$ cat config.mk
export PLATFORM = sky130hd
export DESIGN_NAME = back_end
export DESIGN_NICKNAME = d
export VERILOG_FILES = /design/src/source/back_end_pkg.sv /design/src/source/back_end.sv /design/src/source/commit.sv /design/src/source/phy_register.sv /design/src/source/alu.sv /design/src/source/alu_issue.sv /design/src/source/issue_fifo.sv /design/src/source/dispatch.sv
export SDC_FILE = /design/constraint.sdc
export NUM_CORES = 2
export LEC_CHECK = 0
export ABC_AREA = 1
export BUFFER_PORTS_ARGS = -buffer_cell sky130_fd_sc_hd__buf_2
export CAP_MARGIN = 25
export CORE_UTILIZATION = 32
export DETAILED_ROUTE_END_ITERATION = 12
export PLACE_DENSITY_LB_ADDON = 0.25
export SYNTH_ARGS = -nofsm -noshare
export SYNTH_HDL_FRONTEND = slang
export SYNTH_SLANG_ARGS = --single-unit
$ cat constraint.sdc
create_clock -name CLK -period 4.4 [get_ports CLK]
set_clock_uncertainty 0.1 [all_clocks]
set_input_delay 0.44 -clock CLK [delete_from_list [all_inputs] [get_ports CLK]]
set_output_delay 0.44 -clock CLK [all_outputs]
set_load 0.05 [all_outputs]
$ cat src/source/back_end_pkg.sv
// back end shared types
package back_end_pkg;

	localparam int XLEN   = 32;
	localparam int NREG   = 8;
	localparam int RP     = 4;
	localparam int ROB_AW = 3;
	localparam int IQ_AW  = 2;

	typedef logic [XLEN-1:0] data_t;
	typedef logic [$clog2(NREG)-1:0] areg_t;
	typedef logic [$clog2(RP)-1:0] copy_t;

	typedef enum logic [2:0] {
		op_add  = 3'd0,
		op_sub  = 3'd1,
		op_and  = 3'd2,
		op_or   = 3'd3,
		op_xor  = 3'd4,
		op_addi = 3'd5
	} alu_op_e;

	// one physical register, architectural number plus copy
	typedef struct packed {
		areg_t areg;
		copy_t copy;
	} phy_idx_t;

	typedef struct packed {
		alu_op_e op;
		areg_t   rd;
		areg_t   rs1;
		areg_t   rs2;
		data_t   imm;
	} micro_instr_t;

	typedef struct packed {
		alu_op_e  op;
		phy_idx_t rd_phy;
		phy_idx_t rs1_phy;
		phy_idx_t rs2_phy;
		data_t    imm;
	} issue_info_t;

	typedef struct packed {
		alu_op_e  op;
		phy_idx_t rd_phy;
		data_t    src1;
		data_t    src2;
	} exe_param_t;

	typedef struct packed {
		areg_t rd;
		copy_t rd_copy;
	} reorder_info_t;

	// rename request from dispatch
	typedef struct packed {
		logic     valid;
		phy_idx_t phy;
	} rename_set_t;

endpackage
$ cat src/source/back_end.sv
// out-of-order integer back end
`timescale 1ns/1ps

module back_end (
	input  logic CLK,
	input  logic i_arst_n,
	input  back_end_pkg::micro_instr_t i_decode_micro_instr,
	input  logic i_instr_fifo_empty,
	output logic o_instr_fifo_pop,
	input  logic i_is_mispredict,
	output logic o_is_flush,
	output logic o_commit_valid,
	output back_end_pkg::areg_t o_commit_rd,
	output back_end_pkg::data_t o_commit_data
);

	back_end_pkg::data_t [back_end_pkg::NREG-1:0][back_end_pkg::RP-1:0] reg_file;
	back_end_pkg::copy_t [back_end_pkg::NREG-1:0] rn_act;
	logic [back_end_pkg::NREG-1:0][back_end_pkg::RP-1:0] rn_busy;
	logic [back_end_pkg::NREG-1:0][back_end_pkg::RP-1:0] wb_log;
	back_end_pkg::rename_set_t rename_set;

	// dispatch to queues
	logic iq_push;
	logic iq_full;
	logic iq_pop;
	logic iq_empty;
	back_end_pkg::issue_info_t iq_in;
	back_end_pkg::issue_info_t iq_head;
	logic rob_push;
	logic rob_full;
	logic rob_pop;
	logic rob_empty;
	back_end_pkg::reorder_info_t rob_in;
	back_end_pkg::reorder_info_t rob_head;

	// issue, execute and write-back
	logic exe_valid;
	back_end_pkg::exe_param_t exe_param;
	logic wb_valid;
	back_end_pkg::phy_idx_t wb_rd;
	back_end_pkg::data_t wb_res;

	dispatch u_dispatch (
		.i_decode_micro_instr(i_decode_micro_instr),
		.i_instr_fifo_empty(i_instr_fifo_empty),
		.o_instr_fifo_pop(o_instr_fifo_pop),
		.i_rn_act(rn_act),
		.i_rn_busy(rn_busy),
		.o_rename_set(rename_set),
		.o_issue_push(iq_push),
		.o_issue_info(iq_in),
		.i_issue_full(iq_full),
		.o_rob_push(rob_push),
		.o_rob_info(rob_in),
		.i_rob_full(rob_full)
	);

	issue_fifo #(.DW($bits(back_end_pkg::issue_info_t)), .AW(back_end_pkg::IQ_AW)) iq_fifo (
		.CLK(CLK),
		.i_arst_n(i_arst_n),
		.i_flush(o_is_flush),
		.i_push(iq_push),
		.i_data(iq_in),
		.i_pop(iq_pop),
		.o_data(iq_head),
		.o_empty(iq_empty),
		.o_full(iq_full)
	);

	issue_fifo #(.DW($bits(back_end_pkg::reorder_info_t)), .AW(back_end_pkg::ROB_AW)) rob_fifo (
		.CLK(CLK),
		.i_arst_n(i_arst_n),
		.i_flush(o_is_flush),
		.i_push(rob_push),
		.i_data(rob_in),
		.i_pop(rob_pop),
		.o_data(rob_head),
		.o_empty(rob_empty),
		.o_full(rob_full)
	);

	alu_issue u_alu_issue (
		.CLK(CLK),
		.i_arst_n(i_arst_n),
		.i_flush(o_is_flush),
		.i_empty(iq_empty),
		.i_issue_info(iq_head),
		.o_pop(iq_pop),
		.i_wb_log(wb_log),
		.i_reg_file(reg_file),
		.o_exe_valid(exe_valid),
		.o_exe_param(exe_param)
	);

	alu u_alu (
		.CLK(CLK),
		.i_arst_n(i_arst_n),
		.i_flush(o_is_flush),
		.i_exe_valid(exe_valid),
		.i_exe_param(exe_param),
		.o_wb_valid(wb_valid),
		.o_wb_rd(wb_rd),
		.o_wb_res(wb_res)
	);

	// architectural map stays inside the register block
	phy_register u_phy_register (
		.CLK(CLK),
		.i_arst_n(i_arst_n),
		.i_flush(o_is_flush),
		.i_rename_set(rename_set),
		.i_wb_valid(wb_valid),
		.i_wb_rd(wb_rd),
		.i_wb_res(wb_res),
		.i_commit_valid(o_commit_valid),
		.i_commit_info(rob_head),
		.o_reg_file(reg_file),
		.o_rn_act(rn_act),
		.o_rn_busy(rn_busy),
		.o_wb_log(wb_log),
		.o_archi()
	);

	commit u_commit (
		.i_rob_empty(rob_empty),
		.i_rob_info(rob_head),
		.o_rob_pop(rob_pop),
		.i_wb_log(wb_log),
		.i_reg_file(reg_file),
		.i_is_mispredict(i_is_mispredict),
		.o_commit_valid(o_commit_valid),
		.o_commit_rd(o_commit_rd),
		.o_commit_data(o_commit_data),
		.o_is_flush(o_is_flush)
	);

endmodule

$ cat src/source/commit.sv
// in-order commit stage
`timescale 1ns/1ps

module commit (
	input  logic i_rob_empty,
	input  back_end_pkg::reorder_info_t i_rob_info,
	output logic o_rob_pop,
	input  logic [back_end_pkg::NREG-1:0][back_end_pkg::RP-1:0] i_wb_log,
	input  back_end_pkg::data_t [back_end_pkg::NREG-1:0][back_end_pkg::RP-1:0] i_reg_file,
	input  logic i_is_mispredict,
	output logic o_commit_valid,
	output back_end_pkg::areg_t o_commit_rd,
	output back_end_pkg::data_t o_commit_data,
	output logic o_is_flush
);

	logic head_done;

	// head has been written back
	assign head_done = i_wb_log[i_rob_info.rd][i_rob_info.rd_copy];

	// a mispredict blocks retire in its own cycle
	assign o_commit_valid = !i_rob_empty && head_done && !i_is_mispredict;
	assign o_rob_pop = o_commit_valid;

	assign o_commit_rd = i_rob_info.rd;
	assign o_commit_data = i_reg_file[i_rob_info.rd][i_rob_info.rd_copy];

	assign o_is_flush = i_is_mispredict;

endmodule

$ cat src/source/phy_register.sv
// physical register file and rename maps
`timescale 1ns/1ps

module phy_register (
	input  logic CLK,
	input  logic i_arst_n,
	input  logic i_flush,
	input  back_end_pkg::rename_set_t i_rename_set,
	input  logic i_wb_valid,
	input  back_end_pkg::phy_idx_t i_wb_rd,
	input  back_end_pkg::data_t i_wb_res,
	input  logic i_commit_valid,
	input  back_end_pkg::reorder_info_t i_commit_info,
	output back_end_pkg::data_t [back_end_pkg::NREG-1:0][back_end_pkg::RP-1:0] o_reg_file,
	output back_end_pkg::copy_t [back_end_pkg::NREG-1:0] o_rn_act,
	output logic [back_end_pkg::NREG-1:0][back_end_pkg::RP-1:0] o_rn_busy,
	output logic [back_end_pkg::NREG-1:0][back_end_pkg::RP-1:0] o_wb_log,
	output back_end_pkg::copy_t [back_end_pkg::NREG-1:0] o_archi
);

	// one-hot of the architectural copy per register
	logic [back_end_pkg::NREG-1:0][back_end_pkg::RP-1:0] arch_mask;
	back_end_pkg::areg_t cm_rd;
	logic wb_en;

	assign cm_rd = i_commit_info.rd;
	// register 0 stays zero
	assign wb_en = i_wb_valid && (i_wb_rd.areg != '0);

	always_comb begin
		for (int r = 0; r < back_end_pkg::NREG; r++) begin
			arch_mask[r] = '0;
			arch_mask[r][o_archi[r]] = 1'b1;
		end
	end

	always_ff @(posedge CLK or negedge i_arst_n) begin
		if (!i_arst_n) begin
			o_reg_file <= '0;
			o_rn_act <= '0;
			o_archi <= '0;
			o_rn_busy <= '0;
			o_wb_log <= '0;
			for (int r = 0; r < back_end_pkg::NREG; r++) begin
				o_rn_busy[r][0] <= 1'b1;
				o_wb_log[r][0] <= 1'b1;
			end
		end else begin
			if (wb_en) begin
				o_reg_file[i_wb_rd.areg][i_wb_rd.copy] <= i_wb_res;
			end
			if (i_flush) begin
				// roll back to the committed state
				o_rn_act <= o_archi;
				o_rn_busy <= arch_mask;
				o_wb_log <= o_wb_log & arch_mask;
			end else begin
				if (i_rename_set.valid) begin
					o_rn_act[i_rename_set.phy.areg] <= i_rename_set.phy.copy;
					o_rn_busy[i_rename_set.phy.areg][i_rename_set.phy.copy] <= 1'b1;
				end
				if (wb_en) begin
					o_wb_log[i_wb_rd.areg][i_wb_rd.copy] <= 1'b1;
				end
				// old architectural copy is released on retire
				if (i_commit_valid && (cm_rd != '0)) begin
					o_rn_busy[cm_rd][o_archi[cm_rd]] <= 1'b0;
					o_wb_log[cm_rd][o_archi[cm_rd]] <= 1'b0;
					o_archi[cm_rd] <= i_commit_info.rd_copy;
				end
			end
		end
	end

endmodule

$ cat src/source/alu.sv
// integer ALU
`timescale 1ns/1ps

module alu (
	input  logic CLK,
	input  logic i_arst_n,
	input  logic i_flush,
	input  logic i_exe_valid,
	input  back_end_pkg::exe_param_t i_exe_param,
	output logic o_wb_valid,
	output back_end_pkg::phy_idx_t o_wb_rd,
	output back_end_pkg::data_t o_wb_res
);

	back_end_pkg::data_t res;

	// sums wrap modulo 2^32
	always_comb begin
		case (i_exe_param.op)
			back_end_pkg::op_add,
			back_end_pkg::op_addi: res = i_exe_param.src1 + i_exe_param.src2;
			back_end_pkg::op_sub:  res = i_exe_param.src1 - i_exe_param.src2;
			back_end_pkg::op_and:  res = i_exe_param.src1 & i_exe_param.src2;
			back_end_pkg::op_or:   res = i_exe_param.src1 | i_exe_param.src2;
			back_end_pkg::op_xor:  res = i_exe_param.src1 ^ i_exe_param.src2;
			default:               res = '0;
		endcase
	end

	always_ff @(posedge CLK or negedge i_arst_n) begin
		if (!i_arst_n) begin
			o_wb_valid <= 1'b0;
		end else if (i_flush) begin
			o_wb_valid <= 1'b0;
		end else begin
			o_wb_valid <= i_exe_valid;
		end
	end

	always_ff @(posedge CLK) begin
		if (i_exe_valid) begin
			o_wb_rd <= i_exe_param.rd_phy;
			o_wb_res <= res;
		end
	end

endmodule

$ cat src/source/alu_issue.sv
// ALU issue stage
`timescale 1ns/1ps

module alu_issue (
	input  logic CLK,
	input  logic i_arst_n,
	input  logic i_flush,
	input  logic i_empty,
	input  back_end_pkg::issue_info_t i_issue_info,
	output logic o_pop,
	input  logic [back_end_pkg::NREG-1:0][back_end_pkg::RP-1:0] i_wb_log,
	input  back_end_pkg::data_t [back_end_pkg::NREG-1:0][back_end_pkg::RP-1:0] i_reg_file,
	output logic o_exe_valid,
	output back_end_pkg::exe_param_t o_exe_param
);

	logic use_imm;
	logic rs1_ready;
	logic rs2_ready;

	assign use_imm = (i_issue_info.op == back_end_pkg::op_addi);

	// operand is ready once its copy is written back
	assign rs1_ready = i_wb_log[i_issue_info.rs1_phy.areg][i_issue_info.rs1_phy.copy];
	assign rs2_ready = use_imm
		|| i_wb_log[i_issue_info.rs2_phy.areg][i_issue_info.rs2_phy.copy];

	// head only, so issue stays in order
	assign o_pop = !i_empty && rs1_ready && rs2_ready;

	always_ff @(posedge CLK or negedge i_arst_n) begin
		if (!i_arst_n) begin
			o_exe_valid <= 1'b0;
		end else if (i_flush) begin
			o_exe_valid <= 1'b0;
		end else begin
			o_exe_valid <= o_pop;
		end
	end

	always_ff @(posedge CLK) begin
		if (o_pop) begin
			o_exe_param.op <= i_issue_info.op;
			o_exe_param.rd_phy <= i_issue_info.rd_phy;
			o_exe_param.src1 <= i_reg_file[i_issue_info.rs1_phy.areg][i_issue_info.rs1_phy.copy];
			o_exe_param.src2 <= use_imm ? i_issue_info.imm
				: i_reg_file[i_issue_info.rs2_phy.areg][i_issue_info.rs2_phy.copy];
		end
	end

endmodule

$ cat src/source/issue_fifo.sv
// circular FIFO with flush
`timescale 1ns/1ps

module issue_fifo #(
	parameter int DW = 8,
	parameter int AW = 2
) (
	input  logic CLK,
	input  logic i_arst_n,
	input  logic i_flush,
	input  logic i_push,
	input  logic [DW-1:0] i_data,
	input  logic i_pop,
	output logic [DW-1:0] o_data,
	output logic o_empty,
	output logic o_full
);

	logic [DW-1:0] mem [2**AW];
	// extra top bit tells full from empty
	logic [AW:0] wr_ptr;
	logic [AW:0] rd_ptr;

	assign o_empty = (wr_ptr == rd_ptr);
	assign o_full = (wr_ptr[AW] != rd_ptr[AW]) && (wr_ptr[AW-1:0] == rd_ptr[AW-1:0]);
	assign o_data = mem[rd_ptr[AW-1:0]];

	always_ff @(posedge CLK or negedge i_arst_n) begin
		if (!i_arst_n) begin
			wr_ptr <= '0;
			rd_ptr <= '0;
		end else if (i_flush) begin
			wr_ptr <= '0;
			rd_ptr <= '0;
		end else begin
			if (i_push && !o_full) begin
				wr_ptr <= wr_ptr + 1'b1;
			end
			if (i_pop && !o_empty) begin
				rd_ptr <= rd_ptr + 1'b1;
			end
		end
	end

	always_ff @(posedge CLK) begin
		if (i_push && !o_full) begin
			mem[wr_ptr[AW-1:0]] <= i_data;
		end
	end

endmodule

$ cat src/source/dispatch.sv
// rename and dispatch stage
`timescale 1ns/1ps

module dispatch (
	input  back_end_pkg::micro_instr_t i_decode_micro_instr,
	input  logic i_instr_fifo_empty,
	output logic o_instr_fifo_pop,
	input  back_end_pkg::copy_t [back_end_pkg::NREG-1:0] i_rn_act,
	input  logic [back_end_pkg::NREG-1:0][back_end_pkg::RP-1:0] i_rn_busy,
	output back_end_pkg::rename_set_t o_rename_set,
	output logic o_issue_push,
	output back_end_pkg::issue_info_t o_issue_info,
	input  logic i_issue_full,
	output logic o_rob_push,
	output back_end_pkg::reorder_info_t o_rob_info,
	input  logic i_rob_full
);

	back_end_pkg::micro_instr_t instr;
	back_end_pkg::copy_t free_copy;
	logic free_found;
	logic rd_en;

	assign instr = i_decode_micro_instr;
	// x0 never gets a new copy
	assign rd_en = (instr.rd != '0);

	// priority search, lowest free copy of rd wins
	always_comb begin
		free_copy = '0;
		free_found = 1'b0;
		for (int c = back_end_pkg::RP - 1; c >= 0; c--) begin
			if (!i_rn_busy[instr.rd][c]) begin
				free_copy = back_end_pkg::copy_t'(c);
				free_found = 1'b1;
			end
		end
	end

	assign o_instr_fifo_pop = !i_instr_fifo_empty && !i_issue_full && !i_rob_full
		&& (!rd_en || free_found);

	assign o_issue_push = o_instr_fifo_pop;
	assign o_rob_push = o_instr_fifo_pop;

	assign o_issue_info.op = instr.op;
	assign o_issue_info.imm = instr.imm;
	assign o_issue_info.rd_phy.areg = instr.rd;
	assign o_issue_info.rd_phy.copy = rd_en ? free_copy : '0;
	// sources read the current rename-active copy, x0 is copy 0
	assign o_issue_info.rs1_phy.areg = instr.rs1;
	assign o_issue_info.rs1_phy.copy = (instr.rs1 == '0) ? '0 : i_rn_act[instr.rs1];
	assign o_issue_info.rs2_phy.areg = instr.rs2;
	assign o_issue_info.rs2_phy.copy = (instr.rs2 == '0) ? '0 : i_rn_act[instr.rs2];

	assign o_rob_info.rd = instr.rd;
	assign o_rob_info.rd_copy = o_issue_info.rd_phy.copy;

	assign o_rename_set.valid = o_instr_fifo_pop && rd_en;
	assign o_rename_set.phy = o_issue_info.rd_phy;

endmodule

Yosys cells after proc, flatten, opt, wreduce, memory -nomap -nowiden
Memory sizes are Yosys's and may differ from the RTL's.
Index checks and enable logic that the tools add are counted.
- add/subtract/negate cells: 6
- order comparisons: 35
- equal/unequal tests: 12
- multiplexer cells: 108
- bitwise gates (word level): 10
- reduce and logical (&&, ||, !) cells: 52
- operators with widths (cell ; number):
    $bmux W128 S3 ; 3
    $bwmux W1024 ; 1
    $mux W128 ; 4
    $mux W32 ; 13
    $demux W128 S3 ; 1
    $bmux W32 S2 ; 3
    $pmux W32 S5 ; 1
    $and A32 B32 Y32 ; 4
    $or A32 B32 Y32 ; 3
    $demux W32 S2 ; 1
    $bmux W4 S3 ; 4
    $mux W4 ; 11
    $lt A2 B3 Y1 const B ; 14
    $demux W4 S3 ; 3
    $add A32 B32 Y32 ; 1
    $bwmux W16 ; 2
    $mux W16 ; 2
    $not A32 Y32 ; 1
    $sub A32 B32 Y32 ; 1
    $xor A32 B32 Y32 ; 1
    $logic_and A1 B1 Y1 ; 30
    $lt A3 B4 Y1 const B ; 7
    $mux W1 ; 24
    $mux W2 ; 12
    24 further kinds ; 76
- register bits: 1245
- memory bits (writable): 240
- memories kept: 2
- memories (memory ; words ; bits a word ; read ports ; clocked after Yosys merged registers in ; wr ports ; line ; source):
    iq_fifo.mem ; 4 ; 50 ; 1 ; 0 ; 1 ; issue_fifo.sv:19 ; logic [DW-1:0] mem [2**AW];
    rob_fifo.mem ; 8 ; 5 ; 1 ; 0 ; 1 ; issue_fifo.sv:19 ;

Longest topological paths before layout
- word-level depth: 19
- depth in mapped cells: 24
- mapped depth without buffers: 24

Cells and area by module
Synthesis repeated with hierarchy kept, for this count alone.
- cells, all modules: 12677
- area, all modules: 90629.4 µm²
- by module, submodules not included (module ; times used ; cells an instance ; area an instance (µm²)):
    phy_register ; 1 ; 3941 ; 40133.5
    alu_issue ; 1 ; 4379 ; 22145.0
    commit ; 1 ; 2450 ; 11084.4
    issue_fifo at iq_fifo ; 1 ; 545 ; 7837.5
    alu ; 1 ; 949 ; 6149.6
    issue_fifo at rob_fifo ; 1 ; 200 ; 2145.8
    dispatch ; 1 ; 213 ; 1133.6

Least setup slack after synthesis
No wires, ideal clock.
- path kind: register to register
- start point: register rob_fifo.rd_ptr[0]
- end point: register iq_fifo.wr_ptr[2]
- arrival: 4.027 ns
- setup slack: 0.182 ns
- stages on the path, launching flop included: 12
- cells stage by stage: dfrtp_1 inv_2 buf_4 buf_4 nand2_1 nand4_1 nor3_1 nor3_2 nand2_2 nor2_1 o21ai_0 a21oi_1
- word-level cells in the longest chain between the ends: 7
- RTL lines (what ; line ; source):
    from (decl) ; issue_fifo.sv:22 ; logic [AW:0] rd_ptr;
    from (signal assigned) ; issue_fifo.sv:40 ; rd_ptr <= rd_ptr + 1'b1;
    $eq A3 B3 Y1 ; issue_fifo.sv:25 ; assign o_full = (wr_ptr[AW] != rd_ptr[AW]) && (wr_ptr[AW-1:0] == rd_ptr[AW-1:0]);
    $logic_and A1 B1 Y1 ; issue_fifo.sv:25 ;
    $logic_not A1 Y1 ; dispatch.sv:40 ; assign o_instr_fifo_pop = !i_instr_fifo_empty && !i_issue_full && !i_rob_full
    $logic_and A1 B1 Y1 ; dispatch.sv:40 ;
    $logic_and A1 B1 Y1 ; dispatch.sv:41 ; && (!rd_en || free_found);
    $logic_and A1 B1 Y1 ; issue_fifo.sv:36 ; if (i_push && !o_full) begin
    $reduce_bool A2 Y1 (no line) ; n/a ;
    to (signal assigned) ; issue_fifo.sv:37 ; wr_ptr <= wr_ptr + 1'b1;
    to (decl) ; issue_fifo.sv:21 ; logic [AW:0] wr_ptr;
No other way between the ends.
A chain may end at the register's enable or synchronous reset.

Worst setup path in the final report
- start point: register rob_fifo.rd_ptr[0]
- end point: output port o_commit_data[19]
- word-level cells in the longest chain between the ends: 5
- RTL lines (what ; line ; source):
    $mem_v2 Z8 W5 * ; n/a ;
    $bmux W128 S3 ; commit.sv:27 ; assign o_commit_data = i_reg_file[i_rob_info.rd][i_rob_info.rd_copy];
    $mux W128 (implied by the code) ; commit.sv:27 ;
    $bmux W32 S2 * ; commit.sv:27 ;
    $mux W32 (implied by the code) * ; commit.sv:27 ;
    to (decl) ; back_end.sv:14 ; output back_end_pkg::data_t o_commit_data
Every way passes the cells marked *; elsewhere a longest branch is shown, timed or not. The select of a mux whose other input is x is not followed.

==> impl_metrics.ini <==
[run_status]
status = completed

[critical_path]
cp_slowest_cell = dfrtp_2
worstPathCellList = buf_12 -> nand2_1 -> nand3_1 -> nand3_1 -> nand2_4 -> nor2_4 -> nand2_8 -> buf_12 -> o22ai_1 -> a21oi_1 -> o2111ai_1 -> nand3_1 -> nand2_2 -> buf_6
worstPathRequired_ps = 3860
cp.arrival_ps = 3830
end_kind = primary output
max_stage_delay_ps = 460
crit_path_frequent_cell = nand3_1
crit_fanout = 27
cp-start-kind = register
criticalPathCategory = reg2out

[logic_synthesis]
ys_seq_area_share_pct = 45.30
synth_flop_cell = dfrtp_1
ys_seq_elements = 1485
yosys_warnings = 0
netlist_area_um2 = 85930
ys_async_sr_fraction_pct = 76.50
syn_inst = 11250
synth-edff-count = 349
syn_nets = 11400
synth_cell_types = 60
synth.avg_cell_area_um2 = 7.638

[routing]
vias_per_cell = 5.929
routedWlPerCell_um = 27.89
vias = 86860
drc = 0
wl_um = 408600
drt_pass1_iterations = 10
ant_nets = 0
drt_iter0_markers = 12780

[final_layout]
final_cell_area_um2 = 99250
fillCellCount = 27110
mostFrequentLayoutCells = nand2_1, o21ai_0, inv_1, dfrtp_1, nor2_1
layout_commonest_cell = nand2_1
final_nets = 11110
layout.cells.non_filler = 14650
utilization_pct = 37.31
area_growth_pct = 15.49
drive_above_1_share_pct = 9.236

[die]
design.core.area_um2 = 266000
start_util_pct = 32.30
dieWidth_um = 520.2
dieArea_um2 = 270600
fp-row-count = 189
die_h_um = 520.2
ioPinCount = 86

[place]
portBuffers = 85
place_area_um2 = 91290
dpl_worst_slack_ps = 43.85
dpl.cell_count = 14210
place_congestion = 0.9296
hpwl_um = 248900

[global_route]
grt.total_usage_pct = 29.13
grt_overflow = 0
first_global_vias = 81630
grt_antenna_before_repair = 20
grt_max_degree = 184
grt_first_pass_wirelength_um = 579800

[timing]
post-route-period-util_pct = 99.30
hold_viol = 0
min_period_ps = 4369
slew_headroom_pct = 21.14
fin_hold_ws_ps = 96.94
fin_tns_setup_ps = 0
setup-violations-final = 0
tightest_slew_ps = 1183
max_freq_mhz = 228.9
postLayoutSetupSlackWorst_ps = 30.99
rsz0062_at_grt = true
drv_slew = 0

[clocking]
clk_latency_ps = 890
cts_tree = yes
cts_made_buffers = 185
cts_max_path_buffers = 4
path_clk_slew_ps = 60
htree_levels = 4
cts.sinks = 1485
cts_root_buffer = clkbuf_16

[pwr]
combinationalPowerShare_pct = 45.5
power_density_nw_per_um2 = 582.2
p_sw_mw = 26.39
seqPwrFrac_pct = 28.2
clockPowerShare_pct = 26.4
power.total_mw = 57.78
power.internal_mw = 31.40
peakVddDrop_mv = 0.5072
swShare_pct = 45.66
p_leak_nw = 39.80

[job]
drv_cap = 0

[min_path]
hp-class = in2async
## final timing paths
check | cells past startpoint | startpoint | slack, ps | endpoint
max | 14 | rob_fifo.rd_ptr[0]$_DFFE_PN0P_ | 30 | o_commit_data[19]
min | 2 | i_arst_n | 100 | u_phy_register.o_reg_file[469]$_DFFE_PN0P_
max reg2reg | 14 | iq_fifo.rd_ptr[0]$_DFFE_PN0P_ | 200 | u_alu_issue.o_exe_param[50]$_DFFE_PP_
min reg2reg | 0 | u_phy_register.o_reg_file[27]$_DFFE_PN0P_ | 270 | u_phy_register.o_reg_file[27]$_DFFE_PN0P_
max in group asynchronous | 3 | i_arst_n | 2740 | u_phy_register.o_reg_file[94]$_DFFE_PN0P_
min in group CLK | 2 | i_decode_micro_instr[13] | 220 | iq_fifo.mem[0][13]$_DFFE_PP_
## worst max-delay path: cells and delay by family, from the launching register on
kind / cells / cell delay (ps)
flops: 1 / 460
compound gates: 3 / 370
buf+inv: 3 / 620
simple gates: 8 / 1370
## what timing repair did
item | CTS | global route
hold endpoints to repair | 285 | 0
pin swaps | 7 | 15
hold buffers | 47 | 0
buffers inserted | 26 | 6
resized for setup | 120 | 106
cloned | 8 | 6
setup endpoints to repair | 33 | 45
## sequential cells by signal, summed over array words and instances, names as in the netlist, 5 cells and up
register,count
u_phy_register.o_rn_busy,32
iq_fifo.mem,200
u_phy_register.o_archi,16
u_alu.o_wb_rd,5
u_alu_issue.o_exe_param,72
rob_fifo.mem,40
u_phy_register.o_wb_log,32
u_phy_register.o_rn_act,16
u_phy_register.o_reg_file,1024
u_alu.o_wb_res,32
## routing by layer
metal	global-route usage, %	part of all wire, %	vias to the layer above
met5	0	0.028	-
met4	20.52	8.0	16
met3	6.340	11	1368
met2	43.09	42	5709
met1	37.73	39	41760
li1	-	-	38010
## power by group through the flow
stage / sequential, mW / combinational [mW] / clock [mW]
4_1_cts: 16.2 / 24.9 / 15.4
5_1_grt: 16.4 / 27.0 / 15.9
6_report: 16.3 / 26.3 / 15.2
2_1_floorplan: 16.1 / 12.5 / 0
3_3_place_gp: 16.5 / 23.7 / 0
3_5_place_dp: 16.5 / 23.8 / 0
## final cells by class
cell class              instances  area, um^2  share of cell area, %
repair inverters                2       16.27                0.01639
inverters                    1152        4456                  4.489
clock inverters                59       558.0                 0.5623
diodes                         19       47.55                0.04790
multi-input cells            7556       39230                  39.53
flip-flops and latches       1485       38940                  39.23
well taps                    3533        4420                  4.454
clock buffers                 270        5313                  5.353
repair buffers                574        6271                  6.318
## cell families after synthesis
logic type               count (synthesis)  synth area share [%]
multiplexers                             5               0.05824
adder cells (fa/ha/maj)                104                 1.523
AND/OR/NAND/NOR                       3636                 17.34
AO/OA/AOI/OAI                         3768                 25.27
buffers and inverters                 2211                 10.08
flip-flops                            1485                 45.30
XOR/XNOR                                42                0.4281
## synthesized netlist by cell type (30+ instances only)
master | number | area share, %
a21oi_1 | 755 | 4.4
a22oi_1 | 92 | 0.80
a31oi_1 | 47 | 0.34
buf_1 | 81 | 0.35
buf_2 | 207 | 1.2
clkbuf_1 | 746 | 3.3
dfrtp_1 | 1120 | 33
edfxtp_1 | 349 | 12
ha_1 | 103 | 1.5
inv_1 | 1134 | 5.0
nand2_1 | 1836 | 8.0
nand3_1 | 608 | 3.5
nand4_1 | 87 | 0.63
nor2_1 | 968 | 4.2
nor3_1 | 80 | 0.47
o2111ai_1 | 52 | 0.53
o211ai_1 | 305 | 2.7
o21ai_0 | 1786 | 10
o221ai_1 | 156 | 1.6
o22ai_1 | 446 | 3.2
o311ai_0 | 62 | 0.63
or2_2 | 30 | 0.22
xor2_1 | 38 | 0.39
No activity file was read; power rests on OpenSTA's default activity.
